`src/include/avr_settings.svh`:
```
`ifndef AVR_SETTINGS_SVH
`define AVR_SETTINGS_SVH

// Byte lanes of the datapath
`define AVR_DATA_W 8

// Program counter and data address width
`define AVR_ADDR_W 16

// General purpose registers r0 to r31
`define AVR_NUM_REGS 32

// Y pointer lives in r29:r28
`define AVR_BASE_Y 28

// Z pointer lives in r31:r30
`define AVR_BASE_Z 30

// First word fetched out of reset
`define AVR_RESET_PC 16'h0000

`endif

```
`src/hw/avr_pkg.sv`:
```
`include "avr_settings.svh"

package avr_pkg;

	// Register or data byte
	typedef logic [`AVR_DATA_W-1:0] byte_t;

	// One program word, always 16 bits on AVR
	typedef logic [15:0] word_t;

	// Word address for program, byte address for data
	typedef logic [`AVR_ADDR_W-1:0] addr_t;

	typedef logic [$clog2(`AVR_NUM_REGS)-1:0] reg_idx_t;

	// I T H S V N Z C, bit 7 down to bit 0
	typedef logic [7:0] sreg_t;

	// q field of LDD/STD
	typedef logic [5:0] disp_t;

	// PASS_B covers MOV and LDI
	typedef enum {PASS_B, ADD, ADC, SUB, SBC, AND, OR, EOR} alu_op_t;

	// SECOND only for LD and for taken jumps
	typedef enum {FIRST, SECOND} phase_t;

endpackage

```
`src/hw/avr_lsu.sv`:
```
`timescale 1ns/1ps

module avr_lsu
	import avr_pkg::*;
(
	input phase_t phase,
	input logic is_load,
	input logic is_store,
	input logic use_z,
	input disp_t disp,
	input addr_t ptr_y,
	input addr_t ptr_z,
	input reg_idx_t rd_idx,
	input byte_t rd_val,
	input logic writes_rd,
	input byte_t result,
	input byte_t data_read,
	output addr_t data_addr,
	output logic data_wen,
	output logic data_ren,
	output byte_t data_write,
	output logic wb_en,
	output reg_idx_t wb_idx,
	output byte_t wb_data
);
	logic load_done;

	// Pointer plus unsigned q
	assign data_addr = (use_z ? ptr_z : ptr_y) + addr_t'(disp);

	// Strobes only once, the replay cycle stays quiet
	assign data_wen = (phase == FIRST) && is_store;
	assign data_ren = (phase == FIRST) && is_load;
	assign data_write = rd_val;

	// Read data is back in the replay cycle
	assign load_done = (phase == SECOND) && is_load;

	assign wb_en = load_done || ((phase == FIRST) && writes_rd);
	assign wb_idx = rd_idx;
	assign wb_data = load_done ? data_read : result;

endmodule

```
`config.mk`:
```
export PLATFORM = sky130hd
export DESIGN_NAME = avr_lsu
export DESIGN_NICKNAME = d
export VERILOG_FILES = /design/src/hw/avr_pkg.sv /design/src/hw/avr_lsu.sv
export VERILOG_INCLUDE_DIRS = /design/src /design/src/include
export SDC_FILE = /design/constraint.sdc
export NUM_CORES = 1
export LEC_CHECK = 0
export ABC_CLOCK_PERIOD_IN_PS = 7500
export BUFFER_PORTS_ARGS = -buffer_cell sky130_fd_sc_hd__buf_4
export CAP_MARGIN = 20
export CORE_UTILIZATION = 34
export DETAILED_ROUTE_END_ITERATION = 10
export PLACE_DENSITY = 0.9
export RECOVER_POWER = 25
export REMOVE_ABC_BUFFERS = 1
export SYNTH_ARGS = -nofsm -noshare
export SYNTH_HDL_FRONTEND = slang
export SYNTH_SLANG_ARGS = --single-unit
```
`constraint.sdc`:
```
create_clock -name vclk -period 7.5
set_clock_uncertainty 0.1 [all_clocks]
set_input_delay 1.125 -clock vclk [all_inputs]
set_output_delay 1.125 -clock vclk [all_outputs]
set_load 0.01 [all_outputs]
```
======== After elaboration in Yosys (flattened, before gate mapping) ========
Index checks and enable logic that the tools add are counted.
word-level totals
  register bits ........................... 0
  latch bits .............................. 0
  RAM bits ................................ 0
  ROM bits ................................ 0
  input bits .............................. 103
  output and inout port bits .............. 40
  memories kept ........................... 0
cells by class
  add/subtract/negate cells ............... 1
  multipliers ............................. 0
  divide/modulo/power cells ............... 0
  $lt $le $gt $ge ......................... 0
  equality and inequality tests ........... 1
  shift operators ......................... 0
  mux-type cells .......................... 2
  bitwise operators ....................... 0
  reduce and logical (&&, ||, !) cells .... 6
operator list
  cell                                                                     count
  32-bit by 2-bit equality test with 1-bit output (second input constant)  1
  32-bit logical NOT                                                       1
  16-bit by 6-bit adder with 16-bit output                                 1
  16-bit 2-to-1 mux                                                        1
  8-bit 2-to-1 mux                                                         1
  1-bit logical AND                                                        4
  1-bit logical OR                                                         1

======== Logic depth before layout (Yosys ltp) ========
Gate-level depths: netlist of run 1.
  word-level depth ........................ 3
  gate-level depth with buffers ........... 10
  depth with buffers taken out ............ 9

======== Worst setup path before layout of run 1 ========
Ideal clock, no wire load.
  path kind ............................... input to output
  start ................................... input use_z
  end ..................................... output data_addr[13]
  data arrival time ....................... 3,387 ps
  data required time ...................... 6,275 ps
  slack ................................... 2,888 ps
  cell stages on the path ................. 9
  cells stage by stage .................... buf_2 -> buf_2 -> mux2_2 -> ha_1 -> a211oi_1 -> a21boi_2 -> nand2b_1 -> nor3_1 -> xnor2_1
on the way
  cells in the longest elaborated chain, start to end .. 2
RTL lines
  what                                      line           source
  start: declaration                        avr_lsu.sv:9   input logic use_z,
  16-bit 2-to-1 mux                         avr_lsu.sv:29  assign data_addr = (use_z ? ptr_z : ptr_y) + addr_t'(disp);
  16-bit by 6-bit adder with 16-bit output  avr_lsu.sv:29
  end: declaration                          avr_lsu.sv:18  output addr_t data_addr,
Every way passes these cells.

======== Final worst setup path of run 1 ========
Ends and elaborated chain as after synthesis.

==> results.toml, run 1 <==
[global_routing]
grt-ovfl-total = 0
grt_pass1_vias = 1397
grt_usage_pct = 21.4
antenna_found_initial = 0
grt_max_degree = 24
grt_first_pass_wirelength_um = 5490

[layout]
regArea_sq_um = 0
fin_area_sq_um = 1800
final_nets = 341
fillCellCount = 248
final_cells = 260
nFlopsAndLatches = 0
drive_above_1_share_pct = 58.5
nClkBuffers = 0
multi_input_area_sq_um = 868
area_growth_pct = 81.0
num_antenna_cells = 0

[flow_run]
maxCapViolations = 0

[worst_setup_path]
cp-start-kind = "primary input"
crit_fanout = 23
crit_required_ns = 6.27
critPathKind = "in2out"
cp-end-kind = "output port"
cp.arrival_ns = 3.47

[route]
postRouteAntennaNets = 0
routed_wl_um = 3530
drtIter0Drc = 21
post-route-drc-count = 0
viasPerCell = 5.16
drt-pass1-iter-count = 4
wire_per_inst_um = 13.6
vias = 1342

[synthesis]
seq_area_frac_synth_pct = 0
yosysWarnings = 0
avgSynthCellArea_sq_um = 7.77
synth_area_leaders = "mux2_2, xnor2_1, buf_4, mux2i_1, ha_1"
syn_area_sq_um = 995
ys_types = 35
yosysMostFrequentCell = "xnor2_1"
synth.top_cell.area_share_pct = 15.8
synth_top_area_cell = "mux2_2"
syn_inst = 128
synth_commonest_cells = "xnor2_1, mux2_2, buf_4"

[placed_design]
place_area_sq_um = 1800
placed_cells = 260
gp_congestion = 0.763
numPortBuffers = 117
hpwl_um = 3160

[die]
row_count = 19
dieArea_sq_um = 3150
pin_count = 143
core_area_sq_um = 2760
die_height_um = 56.1
start_util_pct = 36.1
die_w_um = 56.1

[power]
p_switching_w = 0.0000505
seq_power_share_pct = 0
internal_power_w = 0.0000754
power_density_nw_per_um2 = 69.9
power.leakage_nw = 0.884
pwr-share-comb_pct = 100.0
clkPwrFrac_pct = 0
swShare_pct = 40.1
ir_drop_mv = 0.0635

[hold_path]
hp-class = "in2out"

[sta]
hold_viol_final = 0
relSlewSlack_pct = 71.5
setup_tns_ns = 0
period_minus_slack_ns = 4.69
rsz0062_at_grt = "false"
setup_viol = 0
fmax_ghz = 0.213
period_share_pct = 62.6
worst_pin_slew_ns = 0.427
holdWs_ns = 2.15
slew_viol_final = 0

[run_status]
status = "finished, final reports clean"

[cts]
cts_hold_buf = 0
cts_resized = 0
post-cts-setup-buffers = 0
==> kinds of logic (layout without fill, tap and decap cells) <==
| kind of cell | after synthesis | after routing | share of synthesized area (%) |
|---|---|---|---|
| muxes | 22 | 22 | 23.9 |
| adders and majority gates | 7 | 7 | 9.56 |
| xor gates and xnor gates | 17 | 17 | 15.0 |
| buffers and inverters | 20 | 121 | 12.7 |
| and+or+nand+nor | 42 | 42 | 23.8 |
| AOI/OAI and AO/OA | 20 | 20 | 15.1 |
==> area by class of cell <==
type,instances,share of cell area [%]
Inverter,4,0.834
Multi-Input combinational cell,108,48.2
Tap cell,31,2.15
Timing Repair Buffer,117,48.8
==> critical path: stages <==
cell and delay [ns]:
buf_4 0.27, mux2_2 0.38, ha_1 0.35, a211oi_1 0.43, a21boi_2 0.32, nand2b_1 0.19, nor3_1 0.08, xnor2_1 0.17
buf_4 0.14
==> layout by cell type (no fill, tap or decap) <==
master,instances
nand2_1,4
xnor2_1,17
nor2_1,8
a211o_1,1
o21ai_0,1
o2bb2ai_1,1
o211a_1,1
a21boi_2,1
a21o_1,1
o21a_1,1
nor4_1,8
mux2i_1,8
nor3_1,4
a211oi_1,2
fa_1,1
ha_1,6
and2_1,2
nand4_1,2
a221oi_1,1
a21oi_1,5
mux2_2,14
nor3b_1,3
a32oi_1,2
o211ai_1,1
nor2b_1,3
buf_4,117
a32o_1,1
nand2b_1,2
inv_1,4
nor3_4,1
nand3_1,4
or2_2,1
a22oi_1,1
==> power groups by stage <==
stage	combinational (W)	clock [W]	sequential (W)
after floorplan	0.0000555	0	0
after global placement	0.000124	0	0
after detailed placement	0.000127	0	0
after CTS	0.000127	0	0
after global routing	0.000136	0	0
final	0.000126	0	0
==> final timing paths <==
kind                  slack, ns  cells after the start             to       from
worst max-delay path       2.81                      9  data_addr[13]      use_z
worst min-delay path       2.15                      0  data_write[4]  rd_val[4]
==> through the flow <==
step	worst slack, ns	utilization [%]	total power (W)
final	2.81	65.3	0.000126
after global routing	2.64	65.3	0.000136
after CTS	2.81	65.3	0.000127
after detailed placement	2.81	65.3	0.000127
after global placement	2.88	65.3	0.000124
after floorplan	3.37	-	0.0000555
==> per-layer routing <==
metal	share of wire, %	global-route usage (%)	up-vias
met3	15	12.6	2
met5	0	8.93	-
met4	0.65	2.79	0
met1	31	17.2	579
li1	-	-	663
met2	53	43.2	98
(Power assumes the default switching activity.)
==> inputs of run 2 (changes only) <==
--- a/config.mk
+++ b/config.mk
@@ -6,12 +6,12 @@
 export SDC_FILE = /design/constraint.sdc
 export NUM_CORES = 1
 export LEC_CHECK = 0
-export ABC_CLOCK_PERIOD_IN_PS = 7500
+export ABC_CLOCK_PERIOD_IN_PS = 4350
 export BUFFER_PORTS_ARGS = -buffer_cell sky130_fd_sc_hd__buf_4
 export CAP_MARGIN = 20
-export CORE_UTILIZATION = 34
+export CORE_UTILIZATION = 32
 export DETAILED_ROUTE_END_ITERATION = 10
-export PLACE_DENSITY = 0.9
+export PLACE_DENSITY = 0.85
 export RECOVER_POWER = 25
 export REMOVE_ABC_BUFFERS = 1
 export SYNTH_ARGS = -nofsm -noshare
==> constraint.sdc (replaced) <==
create_clock -name vclk -period 4.35
set_clock_uncertainty 0.1 [all_clocks]
set_input_delay 0.6525 -clock vclk [all_inputs]
set_output_delay 0.6525 -clock vclk [all_outputs]
set_load 0.01 [all_outputs]
==> run 2 against run 1 <==
Net effect: the run now ends with DRC left; via count shrank 0.67%; final cell count unchanged; die area increased by 6.0%; global-route usage shrank 2.4 points; combinational power grew 71%; count of clock-buffer cells in the layout unchanged; core utilization down 2.2 points; largest cell class unchanged; final area unchanged; sequential share of layout area stayed put; total power increased by 71%; largest power group unchanged.
==> results.toml, run 2 (synthesized netlist as in run 1, its figures left out) <==
[route]
wire_per_inst_um = 13.4
routed_wl_um = 3490
drtIter0Drc = 21
viasPerCell = 5.13
drt-pass1-iter-count = 7
post-route-drc-count = 6
postRouteAntennaNets = 0
vias = 1333

[sta]
worst_pin_slew_ns = 0.460
setup_viol = 0
fmax_ghz = 0.264
slew_viol_final = 0
hold_viol_final = 0
period_minus_slack_ns = 3.79
holdWs_ns = 1.21
setup_tns_ns = 0
rsz0062_at_grt = "false"
period_share_pct = 87.1
relSlewSlack_pct = 69.2

[power]
clkPwrFrac_pct = 0
ir_drop_mv = 0.0464
seq_power_share_pct = 0
power.leakage_nw = 0.884
p_switching_w = 0.0000857
power_density_nw_per_um2 = 120
swShare_pct = 39.8
pwr-share-comb_pct = 100.0
internal_power_w = 0.000129

[worst_setup_path]
crit_fanout = 23
cp.arrival_ns = 3.04
cp-end-kind = "output port"
cp-start-kind = "primary input"
crit_required_ns = 3.60
critPathKind = "in2out"

[global_routing]
grt_first_pass_wirelength_um = 5170
grt_usage_pct = 19.0
grt_pass1_vias = 1353
antenna_found_initial = 0
grt_max_degree = 24
grt-ovfl-total = 0

[flow_run]
maxCapViolations = 0

[layout]
num_antenna_cells = 0
regArea_sq_um = 0
nClkBuffers = 0
nFlopsAndLatches = 0
final_cell_mix = "buf_4, xnor2_1, mux2_2"
area_growth_pct = 81.0
drive_above_1_share_pct = 58.5
mostFrequentLayoutCell = "buf_4"
final_nets = 341

[cts]
cts_hold_buf = 0
post-cts-setup-buffers = 0
cts_resized = 0

[die]
dieArea_sq_um = 3340
start_util_pct = 34.9
row_count = 19
pin_count = 143
die_height_um = 57.8
die_w_um = 57.8
core_area_sq_um = 2850

[placed_design]
numPortBuffers = 117
hpwl_um = 3140
gp_congestion = 0.784

[run_status]
violations = "DRC"
status = "finished, violations left"

[hold_path]
hp-class = "in2out"
holdPathStages = 0
run 2: cell counts in the layout (fill, tap and decap cells not counted):
No cell type changed its count.
run 2: stage by stage:
step	area (sq um)	cells	utilization [%]	worst slack (ns)	power (W)
floorplan	883	112	-	1.17	0.0000957
global placement	1800	260	63.1	0.655	0.000214
detailed placement	1800	260	63.1	0.574	0.000216
CTS	1800	260	63.1	0.572	0.000217
global route	1800	260	63.1	0.421	0.000233
finish	1800	260	63.1	0.560	0.000215
run 2: final timing paths:
| path | slack, ns | start | end |
|---|---|---|---|
| worst min-delay path | 1.21 | rd_idx[4] | wb_idx[4] |
| worst max-delay path | 0.56 | use_z | data_addr[13] |
run 2: power by group through the flow:
stage / Clock [W] / Combinational, W / Sequential, W
finish: 0 / 0.000215 / 0
global route: 0 / 0.000233 / 0
CTS: 0 / 0.000217 / 0
detailed placement: 0 / 0.000216 / 0
global placement: 0 / 0.000214 / 0
floorplan: 0 / 0.0000957 / 0
run 2: per-layer routing:
metal,track usage (%),part of all wire (%),wire [um],vias up
li1,-,-,-,663
met1,18.5,34,1170,575
met2,37.2,52,1810,91
met3,8.26,14,472,4
met4,2.04,1.0,36,0
met5,4.76,0,0,-
run 2: critical path, stage by stage:
cell and delay, ns:
buf_4 0.28, mux2_2 0.38, ha_1 0.35, a211oi_1 0.47, a21boi_2 0.32, nand2b_1 0.20, nor3_1 0.08, xnor2_1 0.17
buf_4 0.14
run 2: area by class of cell:
type,count,area (sq um)
well taps,31,38.8
repair buffers,117,878
inverters,4,15.0
multi-input cells,108,868
fillers,281,1050
