## src/include/avr_settings.svh

```systemverilog
`ifndef AVR_SETTINGS_SVH
`define AVR_SETTINGS_SVH

// Byte lanes of the datapath
`define AVR_DATA_W 8

// Program counter and data address width
`define AVR_ADDR_W 16

// General purpose registers r0 to r31
`define AVR_NUM_REGS 32

// Y pointer lives in r29:r28
`define AVR_BASE_Y 28

// Z pointer lives in r31:r30
`define AVR_BASE_Z 30

// First word fetched out of reset
`define AVR_RESET_PC 16'h0000

`endif

```

## src/hw/avr_pkg.sv

```systemverilog
`include "avr_settings.svh"

package avr_pkg;

	// Register or data byte
	typedef logic [`AVR_DATA_W-1:0] byte_t;

	// One program word, always 16 bits on AVR
	typedef logic [15:0] word_t;

	// Word address for program, byte address for data
	typedef logic [`AVR_ADDR_W-1:0] addr_t;

	typedef logic [$clog2(`AVR_NUM_REGS)-1:0] reg_idx_t;

	// I T H S V N Z C, bit 7 down to bit 0
	typedef logic [7:0] sreg_t;

	// q field of LDD/STD
	typedef logic [5:0] disp_t;

	// PASS_B covers MOV and LDI
	typedef enum {PASS_B, ADD, ADC, SUB, SBC, AND, OR, EOR} alu_op_t;

	// SECOND only for LD and for taken jumps
	typedef enum {FIRST, SECOND} phase_t;

endpackage

```

## src/hw/avr_regfile.sv

```systemverilog
`timescale 1ns/1ps
`include "avr_settings.svh"

module avr_regfile
	import avr_pkg::*;
(
	input logic clk,
	input logic reset,
	input reg_idx_t rd_idx,
	input reg_idx_t rr_idx,
	input logic wb_en,
	input reg_idx_t wb_idx,
	input byte_t wb_data,
	output byte_t rd_val,
	output byte_t rr_val,
	output addr_t ptr_y,
	output addr_t ptr_z
);
	// Flops, so both reads and the pointer taps are free
	byte_t regs [`AVR_NUM_REGS];

	always_ff @(posedge clk) begin
		if (reset) begin
			for (int i = 0; i < `AVR_NUM_REGS; i++)
				regs[i] <= '0;
		end else if (wb_en) begin
			regs[wb_idx] <= wb_data;
		end
	end

	assign rd_val = regs[rd_idx];
	assign rr_val = regs[rr_idx];

	// High byte in the odd register
	assign ptr_y = {regs[`AVR_BASE_Y + 1], regs[`AVR_BASE_Y]};
	assign ptr_z = {regs[`AVR_BASE_Z + 1], regs[`AVR_BASE_Z]};

endmodule

```

## config.mk

```make
export PLATFORM = sky130hd
export DESIGN_NAME = avr_regfile
export DESIGN_NICKNAME = d
export VERILOG_FILES = /design/src/hw/avr_pkg.sv /design/src/hw/avr_regfile.sv
export VERILOG_INCLUDE_DIRS = /design/src /design/src/include
export SDC_FILE = /design/constraint.sdc
export NUM_CORES = 1
export LEC_CHECK = 0
export CAP_MARGIN = 10
export CORE_MARGIN = 1
export CORE_UTILIZATION = 34
export CTS_CLUSTER_DIAMETER = 30
export DETAILED_ROUTE_END_ITERATION = 12
export DONT_BUFFER_PORTS = 1
export GPL_TIMING_DRIVEN = 1
export HOLD_SLACK_MARGIN = 0.08
export SLEW_MARGIN = 20
export SYNTH_ARGS = -nofsm -noshare
export SYNTH_HDL_FRONTEND = slang
export SYNTH_SLANG_ARGS = --single-unit
```

## constraint.sdc

```tcl
create_clock -name clk -period 1.95 [get_ports clk]
set_input_delay 0.195 -clock clk [delete_from_list [all_inputs] [get_ports clk]]
set_output_delay 0.195 -clock clk [all_outputs]
set_load 0.005 [all_outputs]
```

### Yosys cells after proc, flatten, opt, wreduce, memory -nomap -nowiden

Memories as Yosys holds them, arrays and structs flattened.
Index checks and enable logic that the tools add are counted.

| cells by class | value |
|---|---|
| reductions and logical operators | 1 |
| muxes and demuxes | 8 |

Operator list:

| operator | count |
|---|---|
| two-way mux 8 bit | 1 |
| OR reduction 8 bit | 1 |
| two-way mux 1 bit | 6 |
| two-way mux 5 bit | 1 |

| word-level totals | value |
|---|---|
| memories kept | 1 |
| memory bits (writable) | 256 |
| word-level logic and storage cells | 10 |
| register bits | 0 |
| bits of input ports | 26 |
| output and inout bits | 48 |

Memory list:

| memory | depth | width | rd ports | clocked after Yosys merged registers in | write ports | line | text |
|---|---|---|---|---|---|---|---|
| regs | 32 | 8 | 6 | 0 | 32 | avr_regfile.sv:20 | `` byte_t regs [`AVR_NUM_REGS]; `` |

### Logic depth before layout (Yosys ltp)

Gate-level depths: netlist of run 1.

| depth | value |
|---|---|
| depth after elaboration | 5 |
| depth in mapped cells | 5 |
| mapped depth without buffers | 3 |

### Worst setup path after synthesis of run 1

No wires, ideal clock.

| timing path | value |
|---|---|
| path type | input -> output |
| start | input rr_idx[2] |
| end | output rr_val[0] |
| path buffers | 2 |
| data arrival time | 1896 ps |
| stages on the path | 5 |
| setup slack | -141 ps |
| cell sequence | clkbuf_1 buf_1 mux4_2 mux4_2 mux2_2 |

| on the way | value |
|---|---|
| word-level cells in the longest chain between the ends | 1 |

RTL lines:

| what | line | text |
|---|---|---|
| start: declaration | avr_regfile.sv:10 | `input reg_idx_t rr_idx,` |
| memory (32 x 8 bit) | n/a |  |
| end: declaration | avr_regfile.sv:15 | `output byte_t rr_val,` |

Every way passes these cells.

==> impl_metrics.env, run 1 <==
export IMPL_status="finished with violations"
export IMPL_violations="negative setup slack"
export IMPL_cts_buffers=54
export IMPL_crit_fanout=3
export IMPL_dieWidth_um=204
export IMPL_setup_viol=16
export IMPL_maxCapViolCount=0
export IMPL_comb_power_share_pct=9.2
export IMPL_antenna_cells=0
export IMPL_grt_pass1_wl_um=59300
export IMPL_met2_wirelength_um=19900
export IMPL_area_delta_synth_final_pct=23.1
export IMPL_slew_headroom_pct=82.0
export IMPL_max_freq_mhz=388
export IMPL_crit_top_cell="mux4_2"
export IMPL_syn_avg_cell_area_um2=16.6
export IMPL_clockBufferDepth=3
export IMPL_vias=8148
export IMPL_critPathKind="flip-flop to output port"
export IMPL_min_from="reset"
export IMPL_grt_usage_pct=20.3
export IMPL_wl_per_cell_um=27.3
export IMPL_htree_levels=2
export IMPL_route_top_layer_used="met4"
export IMPL_sw_frac_of_total_pct=22.8
export IMPL_num_io_pins=74
export IMPL_multi_input_area_um2=5870
export IMPL_grt_pass1_vias=8412
export IMPL_post_route_drc_count=0
export IMPL_peakVddDrop_mv=0.807
export IMPL_syn_num_nets=858
export IMPL_drt_met1_wl_um=15900
export IMPL_cts_tree="done"
export IMPL_drtPass1Iterations=5
export IMPL_hold_viol_final=0
export IMPL_tightest_slew_ns=0.270
export IMPL_grt_max_degree=65
export IMPL_fin_nets=958
export IMPL_regMostFlops="regs"
export IMPL_power_total_mw=17.0
export IMPL_antenna_found_initial=0
export IMPL_via_per_inst=5.43
export IMPL_rows=73
export IMPL_reg_largest_list="regs x256"
export IMPL_p_leak_nw=5.99
export IMPL_drtIter0Drc=715
export IMPL_syn_cell_area_um2=13800
export IMPL_largest_reg_flops=256
export IMPL_cp_arrival_ns=2.38
export IMPL_grt_overflow_total=0
export IMPL_cp_slowest_stage_delay_ns=0.57
export IMPL_die_h_um=204
export IMPL_worst_slack_ns=-0.629
export IMPL_power_density_nw_per_um2=1000
export IMPL_rsz0062_at_grt="yes"
export IMPL_dp_hpwl_um=27000
export IMPL_mostFrequentLayoutCells="256 x and2_1, 256 x edfxtp_1, 160 x mux4_2"
export IMPL_synthXorXnorAreaFrac_pct=0
export IMPL_period_minus_slack_ns=2.58
export IMPL_power_switching_mw=3.88
export IMPL_synth_simple_gate_area_share_pct=14.6
export IMPL_yosys_mux_area_fraction_pct=27.4
export IMPL_finalMaxSlewViolations=0
export IMPL_cp_cell_sequence="mux4_2 -> mux4_2 -> mux2_4"
export IMPL_fp_dieArea_um2=41400
export IMPL_p_seq_share_pct=38.3
export IMPL_end_kind="output port"
export IMPL_synth_compound_area_share_pct=0
export IMPL_totalWireLength_um=41000
export IMPL_cts_clk_slew_worst_paths_ns=0.05
export IMPL_hp_class="input pin to flip-flop"
export IMPL_start_kind="flip-flop"
export IMPL_slowest_stage="mux4_2"
export IMPL_wl_met3_um=4000
export IMPL_io_buffer_count=0
export IMPL_root_buffer="clkbuf_16"
export IMPL_synthCells=832
export IMPL_fin_tns_setup_ns=-9.50
export IMPL_start_util_pct=34.6
export IMPL_clkPwrFrac_pct=52.5
export IMPL_numClockSinks=256
export IMPL_gp_congestion=0.828
export IMPL_synth_fa_ha_area_share_pct=0
export IMPL_synth_seq_cells=256
export IMPL_intPower_mw=13.2
export IMPL_seq_area_frac_synth_pct=55.7
export IMPL_min_path_cells=2
export IMPL_seq_area_um2=7690
export IMPL_postRouteAntennaNets=0
export IMPL_fillerInstances=3515
export IMPL_worst_ep_required_time_ns=1.75
export IMPL_synth_distinct_cells=18
export IMPL_layout_drive_gt1_share_pct=40.4
export IMPL_synth_warnings=0
export IMPL_synth_top_family_by_area="multiplexers"
export IMPL_hold_end="regs[15][5]$_SDFFCE_PN0P_"
export IMPL_core_um2=39900
export IMPL_min_period_over_period_pct=132
[worst max path at each step]
stage / slack (ns) / endpoint / start
after floorplan: 0.01 / rd_val[0] / rd_idx[2]
after global placement: -0.1 / rr_val[4] / regs[29][4]$_SDFFCE_PN0P_
after detailed placement: -0.09 / rr_val[4] / regs[29][4]$_SDFFCE_PN0P_
after CTS: -0.64 / rr_val[5] / regs[30][5]$_SDFFCE_PN0P_
after global routing: -0.67 / rd_val[6] / regs[30][6]$_SDFFCE_PN0P_
final: -0.63 / rr_val[5] / regs[30][5]$_SDFFCE_PN0P_
[power groups by stage]
| stage | combinational [mW] | clock [mW] | sequential, mW |
|---|---|---|---|
| global placement | 1.31 | 0 | 6.61 |
| CTS | 1.55 | 9.04 | 6.52 |
| finish | 1.56 | 8.95 | 6.53 |
| detailed placement | 1.31 | 0 | 6.63 |
| floorplan | 1.06 | 0 | 6.56 |
| global route | 1.61 | 9.32 | 6.56 |
[layout make-up]
type                    instances  area share [%]
well taps                     525            3.86
clock inverters                37            2.31
multi-input cells             508            34.5
clock buffers                  62            8.25
repair buffers                112            5.84
flip-flops and latches        256            45.2
[worst max-delay path, delay by kind of cell, from the launching register on]
| family | cells | cell delay (ns) |
|---|---|---|
| DFF | 1 | 0.41 |
| muxes | 3 | 1.41 |
[synth_stat cells, drive strengths merged]
cell / count / area, um^2
nand4b: 1 / 8.76
nand3b: 3 / 22.5
nor2: 32 / 120
and2: 256 / 1600
or4b: 1 / 10.0
edfxtp: 256 / 7690
mux2: 16 / 180
clkbuf: 37 / 139
nand4bb: 2 / 22.5
nand3: 1 / 5.00
or3: 1 / 6.26
buf: 31 / 179
or3b: 3 / 26.3
mux4: 160 / 3600
or2: 32 / 200
[stage by stage]
step	cell area [um^2]	worst slack, ns	utilization [%]	std cells	hold WS [ns]
5_1_grt	17000	-0.666	42.6	1500	0.232
3_3_place_gp	14700	-0.0971	36.8	1358	0.397
2_1_floorplan	13900	0.0141	-	832	0.393
4_1_cts	17000	-0.636	42.5	1496	0.213
6_report	17000	-0.629	42.6	1500	0.237
3_5_place_dp	14700	-0.0945	36.8	1358	0.400
[logic make-up (layout without fill, tap and decap cells)]
kind of cell | after synthesis | count (layout)
and+or+nand+nor | 332 | 332
DFF | 256 | 256
muxes | 176 | 176
buffers and inverters | 68 | 211
[metal layers]
metal	GRT usage [%]	up-vias
met5	0	-
met2	33.5	330
met1	25.0	4291
met4	6.77	0
met3	7.02	67
li1	-	3460
[timing repair]
item / in CTS / in global routing
setup endpoints to repair: 16 / 16
hold buffers: 25 / 0
endpoints found under the hold margin: 512 / 0
setup buffers: 14 / 4
resized for setup: 16 / 0
Note: power is estimated with default switching activity, not from simulation.
==> run 2, diff against run 1 <==
Settings changed: HOLD_SLACK_MARGIN 0.08 to 0.02, SETUP_SLACK_MARGIN set to 0.05.
==> run 2 against run 1 <==
The run still ends with negative setup slack left; via count down 0.18%; final area up 0.27%; largest power group unchanged; largest cell class unchanged; hold slack worse by 0.21 ns; critical path type unchanged.
==> impl_metrics.env, run 2 (synthesized netlist as in run 1, its figures left out) <==
export IMPL_mostFrequentLayoutCells="256 x and2_1, 256 x edfxtp_1, 160 x mux4_2"
export IMPL_multi_input_area_um2=5870
export IMPL_utilization_pct=42.7
export IMPL_power_density_nw_per_um2=1030
export IMPL_end_kind="output port"
export IMPL_totalWireLength_um=40700
export IMPL_hold_viol_final=0
export IMPL_peakVddDrop_mv=0.929
export IMPL_dp_slack_ns=-0.0826
export IMPL_post_layout_nonfiller_instances=1502
export IMPL_setup_viol=16
export IMPL_critPathCapture="rr_val[6]"
export IMPL_io_buffer_count=0
export IMPL_dpl_cell_count=1359
export IMPL_rows=73
export IMPL_grt_pass1_vias=8346
export IMPL_rsz0062_at_grt="yes"
export IMPL_start_util_pct=34.6
export IMPL_layout_drive_gt1_share_pct=41.7
export IMPL_placed_area_um2=14700
export IMPL_tightest_slew_ns=0.307
export IMPL_wl_per_cell_um=27.1
export IMPL_period_minus_slack_ns=2.58
export IMPL_grt_overflow_total=0
export IMPL_dp_hpwl_um=26200
export IMPL_worst_slack_ns=-0.626
export IMPL_root_buffer="clkbuf_16"
export IMPL_area_delta_synth_final_pct=23.4
export IMPL_startpoint="regs[30][6]$_SDFFCE_PN0P_"
export IMPL_fillerInstances=3517
export IMPL_core_um2=39900
export IMPL_clockBufferDepth=3
export IMPL_finalMaxSlewViolations=0
export IMPL_post_route_drc_count=0
export IMPL_max_freq_mhz=388
export IMPL_power_total_mw=17.6
export IMPL_cp_arrival_ns=2.38
export IMPL_grt_usage_pct=20.2
export IMPL_reg_largest_list="regs x256"
export IMPL_grt_max_degree=65
export IMPL_maxCapViolCount=0
export IMPL_critPathKind="flip-flop to output port"
export IMPL_cts_tree="done"
export IMPL_antenna_found_initial=3
export IMPL_status="finished with violations"
export IMPL_via_per_inst=5.41
export IMPL_htree_levels=2
export IMPL_numClockSinks=256
export IMPL_die_h_um=204
export IMPL_min_period_over_period_pct=132
export IMPL_postRouteAntennaNets=0
export IMPL_seq_area_um2=7690
export IMPL_slew_headroom_pct=79.5
export IMPL_grt_pass1_wl_um=59600
export IMPL_num_io_pins=74
export IMPL_drtIter0Drc=857
export IMPL_fin_tns_setup_ns=-9.69
export IMPL_hp_class="input pin to flip-flop"
export IMPL_dieWidth_um=204
export IMPL_fin_nets=954
export IMPL_worst_ep_required_time_ns=1.75
export IMPL_hold_ws_ns=0.0314
export IMPL_p_leak_nw=6.00
export IMPL_cts_clk_slew_worst_paths_ns=0.05
export IMPL_largest_reg_flops=256
export IMPL_vias=8133
export IMPL_fin_area_um2=17000
export IMPL_gp_congestion=0.814
export IMPL_regMostFlops="regs"
export IMPL_crit_fanout=3
export IMPL_start_kind="flip-flop"
export IMPL_cts_buffers=59
export IMPL_violations="negative setup slack"
export IMPL_fp_dieArea_um2=41400
export IMPL_drtPass1Iterations=5
==> run 2: layout make-up <==
type	instances	share of cell area [%]
Antenna cell	2	0.0294
Clock buffer	63	8.87
Clock inverter	45	2.55
Multi-Input combinational cell	508	34.4
Sequential cell	256	45.1
Tap cell	525	3.85
Timing Repair Buffer	103	5.18
==> run 2: power breakdown <==
part           internal [mW]  leakage, nW  total, mW  switching [mW]
sequential              6.37         2.44       6.53           0.156
clock                   6.37        0.928       9.55            3.18
combinational          0.845         2.64       1.53           0.689
==> run 2: worst max-delay path, stage by stage, from the launching register on <==
cell	delay, ns
edfxtp_1	0.40
mux4_2	0.52
mux4_2	0.59
mux2_4	0.30
==> run 2: timing repair <==
item                                    CTS  global route
endpoints found under the setup margin   16            16
buffers inserted                         15             6
gates resized for setup                  16             0
hold endpoints to repair                273             0
hold buffers                             12             0
==> run 2: worst min-delay path by stage <==
stage / slack (ns) / to / start / cells past startpoint
after floorplan: 0.39 / regs[0][7]$_SDFFCE_PN0P_ / wb_data[7] / 1
after CTS: 0.02 / regs[1][2]$_SDFFCE_PN0P_ / wb_data[2] / 2
after detailed placement: 0.40 / regs[26][2]$_SDFFCE_PN0P_ / wb_data[2] / 1
final: 0.03 / regs[29][0]$_SDFFCE_PN0P_ / reset / 1
after global placement: 0.40 / regs[18][6]$_SDFFCE_PN0P_ / wb_data[6] / 1
after global routing: 0.03 / regs[7][7]$_SDFFCE_PN0P_ / wb_data[7] / 2
==> run 2: per-layer routing <==
layer | up-vias | share of wire (%) | track usage (%)
met5 | - | 0 | 0
met4 | 0 | 2.6 | 6.20
met2 | 322 | 46 | 30.4
met1 | 4300 | 41 | 27.2
li1 | 3459 | - | -
met3 | 52 | 11 | 7.54
