===== config.mk =====
export PLATFORM = sky130hd
export DESIGN_NAME = avr_decoder
export DESIGN_NICKNAME = d
export VERILOG_FILES = /design/src/hw/avr_pkg.sv /design/src/hw/avr_decoder.sv
export VERILOG_INCLUDE_DIRS = /design/src /design/src/include
export SDC_FILE = /design/constraint.sdc
export NUM_CORES = 1
export LEC_CHECK = 0
export ABC_AREA = 1
export BUFFER_PORTS_ARGS = -buffer_cell sky130_fd_sc_hd__buf_2
export CAP_MARGIN = 20
export CORE_UTILIZATION = 33
export DETAILED_ROUTE_END_ITERATION = 10
export GPL_ROUTABILITY_DRIVEN = 0
export PLACE_DENSITY = 0.8
export RECOVER_POWER = 25
export SETUP_SLACK_MARGIN = 0.15
export SYNTH_ARGS = -nofsm -noshare
export SYNTH_HDL_FRONTEND = slang
export SYNTH_SLANG_ARGS = --single-unit

===== constraint.sdc =====
create_clock -name vclk -period 2.8
set_input_delay 0.56 -clock vclk [all_inputs]
set_output_delay 0.56 -clock vclk [all_outputs]
set_load 0.05 [all_outputs]

===== src/include/avr_settings.svh =====
`ifndef AVR_SETTINGS_SVH
`define AVR_SETTINGS_SVH

// Byte lanes of the datapath
`define AVR_DATA_W 8

// Program counter and data address width
`define AVR_ADDR_W 16

// General purpose registers r0 to r31
`define AVR_NUM_REGS 32

// Y pointer lives in r29:r28
`define AVR_BASE_Y 28

// Z pointer lives in r31:r30
`define AVR_BASE_Z 30

// First word fetched out of reset
`define AVR_RESET_PC 16'h0000

`endif


===== src/hw/avr_pkg.sv =====
`include "avr_settings.svh"

package avr_pkg;

	// Register or data byte
	typedef logic [`AVR_DATA_W-1:0] byte_t;

	// One program word, always 16 bits on AVR
	typedef logic [15:0] word_t;

	// Word address for program, byte address for data
	typedef logic [`AVR_ADDR_W-1:0] addr_t;

	typedef logic [$clog2(`AVR_NUM_REGS)-1:0] reg_idx_t;

	// I T H S V N Z C, bit 7 down to bit 0
	typedef logic [7:0] sreg_t;

	// q field of LDD/STD
	typedef logic [5:0] disp_t;

	// PASS_B covers MOV and LDI
	typedef enum {PASS_B, ADD, ADC, SUB, SBC, AND, OR, EOR} alu_op_t;

	// SECOND only for LD and for taken jumps
	typedef enum {FIRST, SECOND} phase_t;

endpackage


===== src/hw/avr_decoder.sv =====
`timescale 1ns/1ps

module avr_decoder
	import avr_pkg::*;
(
	input word_t opcode,
	output reg_idx_t rd_idx,
	output reg_idx_t rr_idx,
	output byte_t imm,
	output logic use_imm,
	output alu_op_t alu_op,
	output logic writes_rd,
	output logic sets_flags,
	output logic keep_z,
	output logic is_load,
	output logic is_store,
	output logic use_z,
	output disp_t disp,
	output logic is_branch,
	output logic [2:0] br_bit,
	output logic br_set,
	output logic is_rjmp,
	output addr_t offset
);
	// Fields sit in the same place for every form that uses them
	assign rr_idx = {opcode[9], opcode[3:0]};
	assign imm = {opcode[11:8], opcode[3:0]};

	// q is scattered over bits 13, 11:10 and 2:0
	assign disp = {opcode[13], opcode[11:10], opcode[2:0]};
	// Bit 3 clear selects Z, set selects Y
	assign use_z = ~opcode[3];

	// sreg bit under test
	assign br_bit = opcode[2:0];
	// BRBS has bit 10 clear
	assign br_set = ~opcode[10];

	// 12-bit RJMP or 7-bit branch displacement, both signed
	assign offset = is_rjmp ? {{($bits(addr_t) - 12){opcode[11]}}, opcode[11:0]}
		: {{($bits(addr_t) - 7){opcode[9]}}, opcode[9:3]};

	always_comb begin
		rd_idx = opcode[8:4];
		use_imm = 1'b0;
		alu_op = PASS_B;
		writes_rd = 1'b0;
		sets_flags = 1'b0;
		keep_z = 1'b0;
		is_load = 1'b0;
		is_store = 1'b0;
		is_branch = 1'b0;
		is_rjmp = 1'b0;

		casez (opcode)
		// Two register ALU group
		16'b0000_01??_????_????: begin
			// CPC, no result kept
			alu_op = SBC;
			sets_flags = 1'b1;
			keep_z = 1'b1;
		end
		16'b0001_01??_????_????: begin
			// CP
			alu_op = SUB;
			sets_flags = 1'b1;
		end
		16'b0000_10??_????_????: begin
			alu_op = SBC;
			keep_z = 1'b1;
			{writes_rd, sets_flags} = 2'b11;
		end
		16'b0001_10??_????_????: begin
			alu_op = SUB;
			{writes_rd, sets_flags} = 2'b11;
		end
		16'b0000_11??_????_????: begin
			// ADD, LSL when rd equals rr
			alu_op = ADD;
			{writes_rd, sets_flags} = 2'b11;
		end
		16'b0001_11??_????_????: begin
			// ADC, ROL when rd equals rr
			alu_op = ADC;
			keep_z = 1'b1;
			{writes_rd, sets_flags} = 2'b11;
		end
		16'b0010_00??_????_????: begin
			alu_op = AND;
			{writes_rd, sets_flags} = 2'b11;
		end
		16'b0010_01??_????_????: begin
			alu_op = EOR;
			{writes_rd, sets_flags} = 2'b11;
		end
		16'b0010_10??_????_????: begin
			alu_op = OR;
			{writes_rd, sets_flags} = 2'b11;
		end
		16'b0010_11??_????_????: begin
			// MOV leaves sreg alone
			writes_rd = 1'b1;
		end

		// Immediate forms only reach r16..r31
		16'b0011_????_????_????,
		16'b0100_????_????_????,
		16'b0101_????_????_????,
		16'b0110_????_????_????,
		16'b0111_????_????_????,
		16'b1110_????_????_????: begin
			rd_idx = {1'b1, opcode[7:4]};
			use_imm = 1'b1;
			// CPI is the only one that drops its result
			writes_rd = (opcode[15:12] != 4'b0011);
			sets_flags = (opcode[15:12] != 4'b1110);
			case (opcode[15:12])
			4'b0011: alu_op = SUB;
			4'b0100: begin
				alu_op = SBC;
				keep_z = 1'b1;
			end
			4'b0101: alu_op = SUB;
			4'b0110: alu_op = OR;
			4'b0111: alu_op = AND;
			default: alu_op = PASS_B;
			endcase
		end

		// LDD/STD off Y or Z, bit 9 picks store
		16'b10?0_????_????_????: begin
			is_store = opcode[9];
			is_load = ~opcode[9];
		end

		16'b1111_0???_????_????: is_branch = 1'b1;
		16'b1100_????_????_????: is_rjmp = 1'b1;

		// NOP and anything unknown
		default: begin
		end
		endcase
	end

endmodule


# Yosys cells after proc, flatten, opt, wreduce, memory -nomap -nowiden
# Index checks and enable logic that the tools add are counted.
dict set report op_classes {
  muxes 13
  eq_ne 21
  bitwise_logic 3
  reduce_logical 7
}
# operator n
set op_table {}
lappend op_table {{$eq 6x4->1 const B} 4}
lappend op_table {{$pmux 3 s8} 1}
lappend op_table {{$eq 6x3->1 const B} 3}
lappend op_table {{$eq 4x3->1 const B} 4}
lappend op_table {{$mux 16} 1}
lappend op_table {{$eq 6x2->1 const B} 2}
lappend op_table {{$pmux 3 s4} 1}
lappend op_table {{$reduce_or 9->1} 1}
lappend op_table {{$eq 4x4->1 const B} 2}
lappend op_table {{$reduce_or 8->1} 1}
lappend op_table {{$eq 6x1->1 const B} 1}
lappend op_table {{$mux 1} 6}
lappend op_table {{$pmux 1 s2} 3}
lappend op_table {{$reduce_or 2->1} 3}
lappend op_table {{$reduce_or 6->1} 1}
lappend op_table {{$eq 5x5->1 const B} 1}
lappend op_table {{$mux 5} 1}
lappend op_table {{$eq 4x2->1 const B} 1}
lappend op_table {{$ne 4x2->1 const B} 1}
lappend op_table {{$ne 4x4->1 const B} 1}
lappend op_table {{$eq 3x3->1 const B} 1}
lappend op_table {{$not 1->1} 3}
lappend op_table {{$reduce_or 3->1} 1}
dict set report totals {
  reg_bits 0
  output_inout_bits 85
  word_cells 44
  in_bits 16
}

# Longest topological paths before layout
# Gate-level depths: netlist (run 1).
dict set report depth {
  depth_word 4
  depth_mapped 7
  ltp_nobuf 7
}

# Least setup slack after synthesis (run 1)
# OpenSTA, ideal clock, no wires.
dict set report synth_timing {
  kind {input port to output port}
  from {input port opcode[12]}
  to {output port offset[12]}
  n_path_buf 1
  path_slack_ns -0.375
  cell_stages 4
  t_arrival_ns 2.615
  path_cell_list {nor2_2 nand3_4 o21ai_0 buf_4}
}
dict set report synth_between {
  elab_chain_cells 3
}
# item line
set synth_lines {}
lappend synth_lines {{from (decl)} avr_decoder.sv:6} ;# input word_t opcode,
lappend synth_lines {{$eq 4x4->1} avr_decoder.sv:55} ;# casez (opcode)
lappend synth_lines {{$mux 1} avr_decoder.sv:55}
lappend synth_lines {{$mux 16} avr_decoder.sv:40} ;# assign offset = is_rjmp ? {{($bits(addr_t) - 12){opcode[11]}}, opcode[11:0]}
lappend synth_lines {{to (decl)} avr_decoder.sv:23} ;# output addr_t offset
# Every way passes these cells.

# Final worst setup path (run 1)
dict set report layout_timing {
  from {input port opcode[12]}
  to {output port offset[10]}
}
# Same word-level chain as after synthesis.

==> metrics list, run 1 <==
- Result of the run: finished clean
- Worst-Margin Slew: 0.6038 ns
- Required time of the critical path: 2.24 ns
* Port Buf Inserts: 72
- Pin placement for this block handled 101 I/O pins.
- Of the total power, the clock network draws 0.
- Sequential cell count: 0
* Placed cell areas: 923.4 µm²
- The critical path in this run is classified as primary input to primary output.
- Maximum operating frequency: 456.8 MHz
- Of the total synthesized cell area, the portion taken by XOR and XNOR cells is 0.
* Nets@finish: 210
- Register area: 0 µm²
* Mapped Cells: 152
- Highest cell delay on the worst timing path: 0.22 ns
- The average instance in the mapped netlist occupies 5.704 µm².
* Setup repair after global routing missed its margin: no
- Slowest library cell on the worst path: sky130_fd_sc_hd__buf_2
* Number of hold buffers added after CTS: 0
* Post-synthesis simple-gate area fraction: 0.3463
* Proportion of power drawn by flip-flops and latches: 0
- The share of the Yosys chip area taken by registers is 0.
* Sum of negative setup slack: 0 ns
- For this run, the number of standard cells in the final layout without fillers is 222.
* Maximum number of pins on one net before global-route repair: 11
* Synth Cell Area: 867.1 µm²
* Int Pwr: just over 0.05 mW
* Net switching share of the total power: 0.8591
- Compound-Gate Fraction of Synth Area: 0.05916
- Walking the worst path, the cells encountered are buf_2, nor2_2, nand3_4, nand2_1, o21ai_0, buf_2.
- Ratio of cells with drive above 1 in the final layout: 0.3438
* Die Y: 53.26 µm
- Initial antenna violation count: 0
- The number of failing hold endpoints at the final stage is 0.
- The HPWL after detailed placement is 1620 µm.
- Site Rows: 18
* Iteration count of the initial detailed-routing pass: 4
- Relative slew slack: 0.5992
- Min Clock Period, post-route: 2.189 ns
* Pre-CTS worst setup slack: 0.5861 ns
- The die covers 2837 µm².
- Number of global-route vias before repair: 613
- Top cell type by total area after synthesis: sky130_fd_sc_hd__buf_4
- Number of setup buffers added after CTS: 0
- After detailed routing, the average wire length per cell comes to 8.338 µm.
- DRC violations left: 0
- Summed over all cells, the static leakage comes to between 0.6 and 0.7 nW.
- After detailed routing, the total wire length is 1851 µm.
- Global-route total usage across every layer: 0.1147
- The number of antenna diodes in the final layout is 0.
- Setup violators final: 0
* Total design power: 0.3672 mW
- The portion of synthesized area spent on multiplexers is 0.
* Resized cells post-CTS: 0
- Area growth from synthesis to layout: 4.473%
- The worst path meets setup with 0.6110 ns of slack.
* Critical path launch point type: primary input
- After the first detailed-routing iteration, the DRC count stood at 8.
- From left edge to right edge, the die measures 53.26 µm.
- Most area-consuming cells after synthesis: sky130_fd_sc_hd__buf_4 (52%), sky130_fd_sc_hd__nand2_1 (15%), sky130_fd_sc_hd__nor2_1 (6.9%)
- Summing over every cut layer, the via total after detailed routing is 901.
* Clock buf count: 0
- The first global-routing pass estimated 2539 µm of wire.
- Synth cell types: 17
* Layout Cell Area excl Fill: 905.9 µm²
* Adder and majority cell fraction of the synthesized area: 0
- Placed cells: roughly 220
- The region available for standard cell placement spans 2477 µm².
* Worst VDD drop: 0.2241 mV
- Worst Hold Depth: 2
- The worst setup path is captured at a primary output.
- Of the post-synthesis cell area, the dominant cell type holds 0.5195.
- Of the available clock period, the critical path in the final layout requires 0.7818.
* Worst-path fanout max: 10
- Via density per instance: 4.059
- The tool flagged a number of max-cap violations equal to 0.
- Arrival time of the worst setup path: ~1.6 ns
- For this design the total switching power over the nets is about 0.32 mW.
- The initial utilization of the core area, before any placement, comes to 0.3500.
- Fill cells in the final layout number 308.
* Largest family of logic cells by synthesized area: buffers and inverters
- Most frequent cell on the critical path: sky130_fd_sc_hd__buf_2
* Fraction of power consumed by combinational cells: 1.000
* Hold worst-path end: disp[1]
- In this run the worst hold path is classified as primary input to primary output.
- Total overflow reported by the global router: 0
- PD cells: roughly 410 nW/µm²
- Start point of the worst min-delay path: opcode[1]
* Final Slew Violations: 0
- The Yosys step of the flow raised 0 warnings.
- In this run the remaining antenna-violating nets after routing total 0.
==> layer usage <==
metal | vias to the layer above | part of all wire | wire (µm) | global-route usage
met4 | 0 | 0.0054 | 10 | 0.008772
met3 | 2 | 0.11 | 204 | 0.008621
met1 | 377 | 0.40 | 745 | 0.1364
met2 | 60 | 0.48 | 891 | 0.2250
li1 | 462 | - | - | -
met5 | - | 0 | 0 | 0
==> kinds of logic (layout without fill, tap and decap cells) <==
family          count (synthesis)  in the layout
buf+inv                        75             87
simple gates                   67             67
other cells                     1             29
compound gates                  9              9
==> power by group through the flow <==
stage	Sequential (mW)	Combinational (mW)	Clock (mW)
after floorplan	0	0.364	0
after global placement	0	0.370	0
after detailed placement	0	0.370	0
after CTS	0	0.371	0
after global routing	0	0.386	0
final	0	0.367	0
==> synthesized netlist by cell type (all sizes together) <==
cell,number
buf,60
nand2,34
nor2,19
inv,14
nand3,10
o21ai,7
nand3b,2
clkinv,1
conb,1
nand4,1
nor3,1
o211ai,1
o221ai,1
==> per-stage QoR <==
| stage | util | hold slack [ns] |
|---|---|---|
| final | 0.3657 | 1.446 |
| after global routing | 0.3657 | 1.463 |
| after CTS | 0.3727 | 1.424 |
| after detailed placement | 0.3727 | 1.423 |
| after global placement | 0.3727 | 1.423 |
| after floorplan | - | 1.287 |
==> placed cells by master (no fill, tap or decap) <==
cell and count:
sky130_fd_sc_hd__nor3_1 1, sky130_fd_sc_hd__nand3_1 9, sky130_fd_sc_hd__nand4_1 1, sky130_fd_sc_hd__clkinv_4 1, sky130_fd_sc_hd__o211ai_1 1, sky130_fd_sc_hd__buf_2 58
sky130_fd_sc_hd__o21ai_2 1, sky130_fd_sc_hd__conb_1 29, sky130_fd_sc_hd__nor2_4 1, sky130_fd_sc_hd__inv_1 12, sky130_fd_sc_hd__o221ai_1 1, sky130_fd_sc_hd__nor2_1 16
sky130_fd_sc_hd__nor2_2 2, sky130_fd_sc_hd__o21ai_0 6, sky130_fd_sc_hd__inv_2 2, sky130_fd_sc_hd__nand2_1 34, sky130_fd_sc_hd__nand3b_1 2, sky130_fd_sc_hd__nand3_4 1
sky130_fd_sc_hd__clkbuf_1 14
==> worst max-delay path: cells and delay by family <==
kind / cells / cell delay (ns)
compound gates: 1 / 0.11
buf+inv: 2 / 0.36
simple gates: 3 / 0.59
==> worst max-delay path by stage <==
stage	start	to
finish	opcode[12]	offset[10]
global route	opcode[12]	offset[8]
CTS	opcode[12]	offset[10]
floorplan	opcode[12]	offset[10]
detailed placement	opcode[12]	offset[10]
global placement	opcode[12]	offset[10]
==> area by class of cell <==
| cell class | instances | area (µm²) | area share |
|---|---|---|---|
| repair buffers | 72 | 342.8 | 0.3785 |
| inverters | 15 | 61.31 | 0.06768 |
| multi-input cells | 105 | 464.2 | 0.5124 |
| well taps | 30 | 37.54 | 0.04144 |
Power figures use the tool's default switching activity.
==> run 2: changes to the inputs <==
--- a/config.mk
+++ b/config.mk
@@ -9,10 +9,10 @@
 export ABC_AREA = 1
 export BUFFER_PORTS_ARGS = -buffer_cell sky130_fd_sc_hd__buf_2
 export CAP_MARGIN = 20
-export CORE_UTILIZATION = 33
+export CORE_UTILIZATION = 32
 export DETAILED_ROUTE_END_ITERATION = 10
 export GPL_ROUTABILITY_DRIVEN = 0
-export PLACE_DENSITY = 0.8
+export PLACE_DENSITY = 0.81
 export RECOVER_POWER = 25
 export SETUP_SLACK_MARGIN = 0.15
 export SYNTH_ARGS = -nofsm -noshare
==> constraint.sdc (replaced) <==
create_clock -name vclk -period 2.01
set_input_delay 0.402 -clock vclk [all_inputs]
set_output_delay 0.402 -clock vclk [all_outputs]
set_load 0.05 [all_outputs]
==> run 2 against run 1 <==
Critical path depth increased by 2. Worst setup slack got worse by 0.41 ns. Sequential share of layout area unchanged. Largest power group unchanged. Highest routed layer is now met3.
==> metrics list, run 2 (synthesized netlist as in run 1, its figures left out) <==
- The run finished with clean final reports.
- Across every metal layer, demand over resource in global routing totals 0.1240.
- Maximum operating frequency: 554.3 MHz
* Total die area: between 2000 and 3000 µm²
- Area growth from synthesis to layout: 22.22%
- IR analysis of the VDD net gives a maximum drop of 0.2676 mV.
* Die Y: 54.06 µm
* Setup repair after global routing missed its margin: yes
* Count of antenna diodes in the layout: 0
- The number of antenna violations at the first check in global routing came to 0.
- Wires add up to 2114 µm.
- Slowest library cell on the worst path: sky130_fd_sc_hd__nor2_4
* Number of global-route vias before repair: 665
* Least setup slack across all paths after layout: roughly 0.21 ns
* Worst-path fanout max: 8
- Cell class contributing the biggest share of worst-path delay: simple AND/OR/NAND/NOR gates
- Register area: 0 µm²
* Min Clock Period, post-route: 1.804 ns
- Dividing total power by cell area gives a power density of 526.4 nW/µm².
- The first global-routing pass estimated 2787 µm of wire.
- Kind of critical path: primary input to primary output
- Most frequent cells in the layout: sky130_fd_sc_hd__buf_2 (39), sky130_fd_sc_hd__nand2_1 (33), sky130_fd_sc_hd__conb_1 (29)
- Core Box Area: 2522 µm²
- Nets@finish: 214
* Final critical-path share of the clock period: 0.8976
- Count of buffer and inverter cells on the critical path: 3
- Kind of capture point of the worst setup path: primary output
* Commonest non-fill, non-tap cell in the layout: sky130_fd_sc_hd__buf_2
- Starting Density: 0.3438
* Setup violators final: 0
* Site Rows: 18
* Worst Hold Depth: 2
* Pre-CTS worst setup slack: -0.005266 ns
- Highest cell delay on the worst timing path: roughly 0.22 ns
* Via Count: about 960
* Final Slew Violations: 0
* Worst-Margin Slew: 0.6140 ns
* Iteration count of the initial detailed-routing pass: 4
* Cell leakage power: 0.6587 nW
- The HPWL after detailed placement is 1768 µm.
- Measured along the x axis, the die boundary spans about 54 µm.
- During placement, the flow inserted port buffers numbering 72.
- The tightest min-delay check is of the primary input to primary output type.
- DRC violations left: 0
* Sequential cell count: 0
* Count of final hold-check violations: 0
* Hold worst-path end: imm[0]
- Of the cells placed in the final design, the portion with a size suffix greater than 1 is 0.4133.
* Final-layout worst hold slack: 1.135 ns
* Start point of the worst min-delay path: opcode[0]
* Critical path launch point type: primary input
* Reported max-cap violation count: 0
* Relative slew slack: 0.5924
- Once detail routing completed, the nets flagged for antenna violations numbered 0.
- Wire per inst: 9.354 µm
* Layout Utilization: 0.4201
- Entering global routing, the biggest net connects 11 pins.
* Clock buf count: 0
* Number of top-level design ports: 101
* DRC marker count from the first detailed-route iteration: 15
* Required time of the critical path: 1.61 ns
- STA puts the critical path data arrival time at approximately 1.4 ns.
- Summed over all layers, the global routing overflow is 0.
* Via density per instance: 4.235
- Walking the worst path, the cells encountered are buf_2, nor2_4, buf_4, nand3_2, nand2_1, nor2_1, nand3b_1, buf_6.
## run 2: cell count changes in the layout (fill, tap and decap cells not counted), sizes merged
cell / change
buf: +4
## run 2: per-layer routing
metal	wire [µm]	track usage	vias to the layer above	share of wire
li1	-	-	471	-
met1	789	0.1340	421	0.37
met2	1098	0.2737	65	0.52
met3	226	0	0	0.11
met4	0	0	0	0
met5	0	0	-	0
## run 2: how the worst max path moves through the flow
stage                           from          to  cells after the start
after floorplan           opcode[12]  offset[12]                      4
after global placement    opcode[13]  offset[13]                      6
after detailed placement  opcode[13]  offset[13]                      6
after CTS                 opcode[13]  offset[13]                      6
after global routing      opcode[14]   writes_rd                      8
final                     opcode[14]   writes_rd                      8
## run 2: where the power goes
part	internal, mW	leakage (nW)	switching [mW]
combinational	0.103	0.659	0.455
clock	0	0	0
sequential	0	0	0
## run 2: area by class of cell
| type | instances | area [µm²] |
|---|---|---|
| fillers | 291 | 1463 |
| multi-input cells | 105 | 529.3 |
| repair buffers | 76 | 431.7 |
| inverters | 15 | 61.31 |
| well taps | 30 | 37.54 |
## run 2: per-stage QoR
step	area, µm²	cells	setup TNS (ns)	power (mW)
global placement	968.4	223	0	0.5265
floorplan	1013	180	0	0.5155
CTS	1001	223	0	0.5422
detailed placement	968.4	223	-0.02248	0.5294
finish	1060	226	0	0.5578
global route	1060	226	0	0.5840
## run 2: repair_timing
item,CTS,global route
pin swaps,1,3
setup endpoints to repair,19,23
gates resized for setup,13,23
hold buffers,0,0
buffers inserted,0,3
hold endpoints to repair,0,0
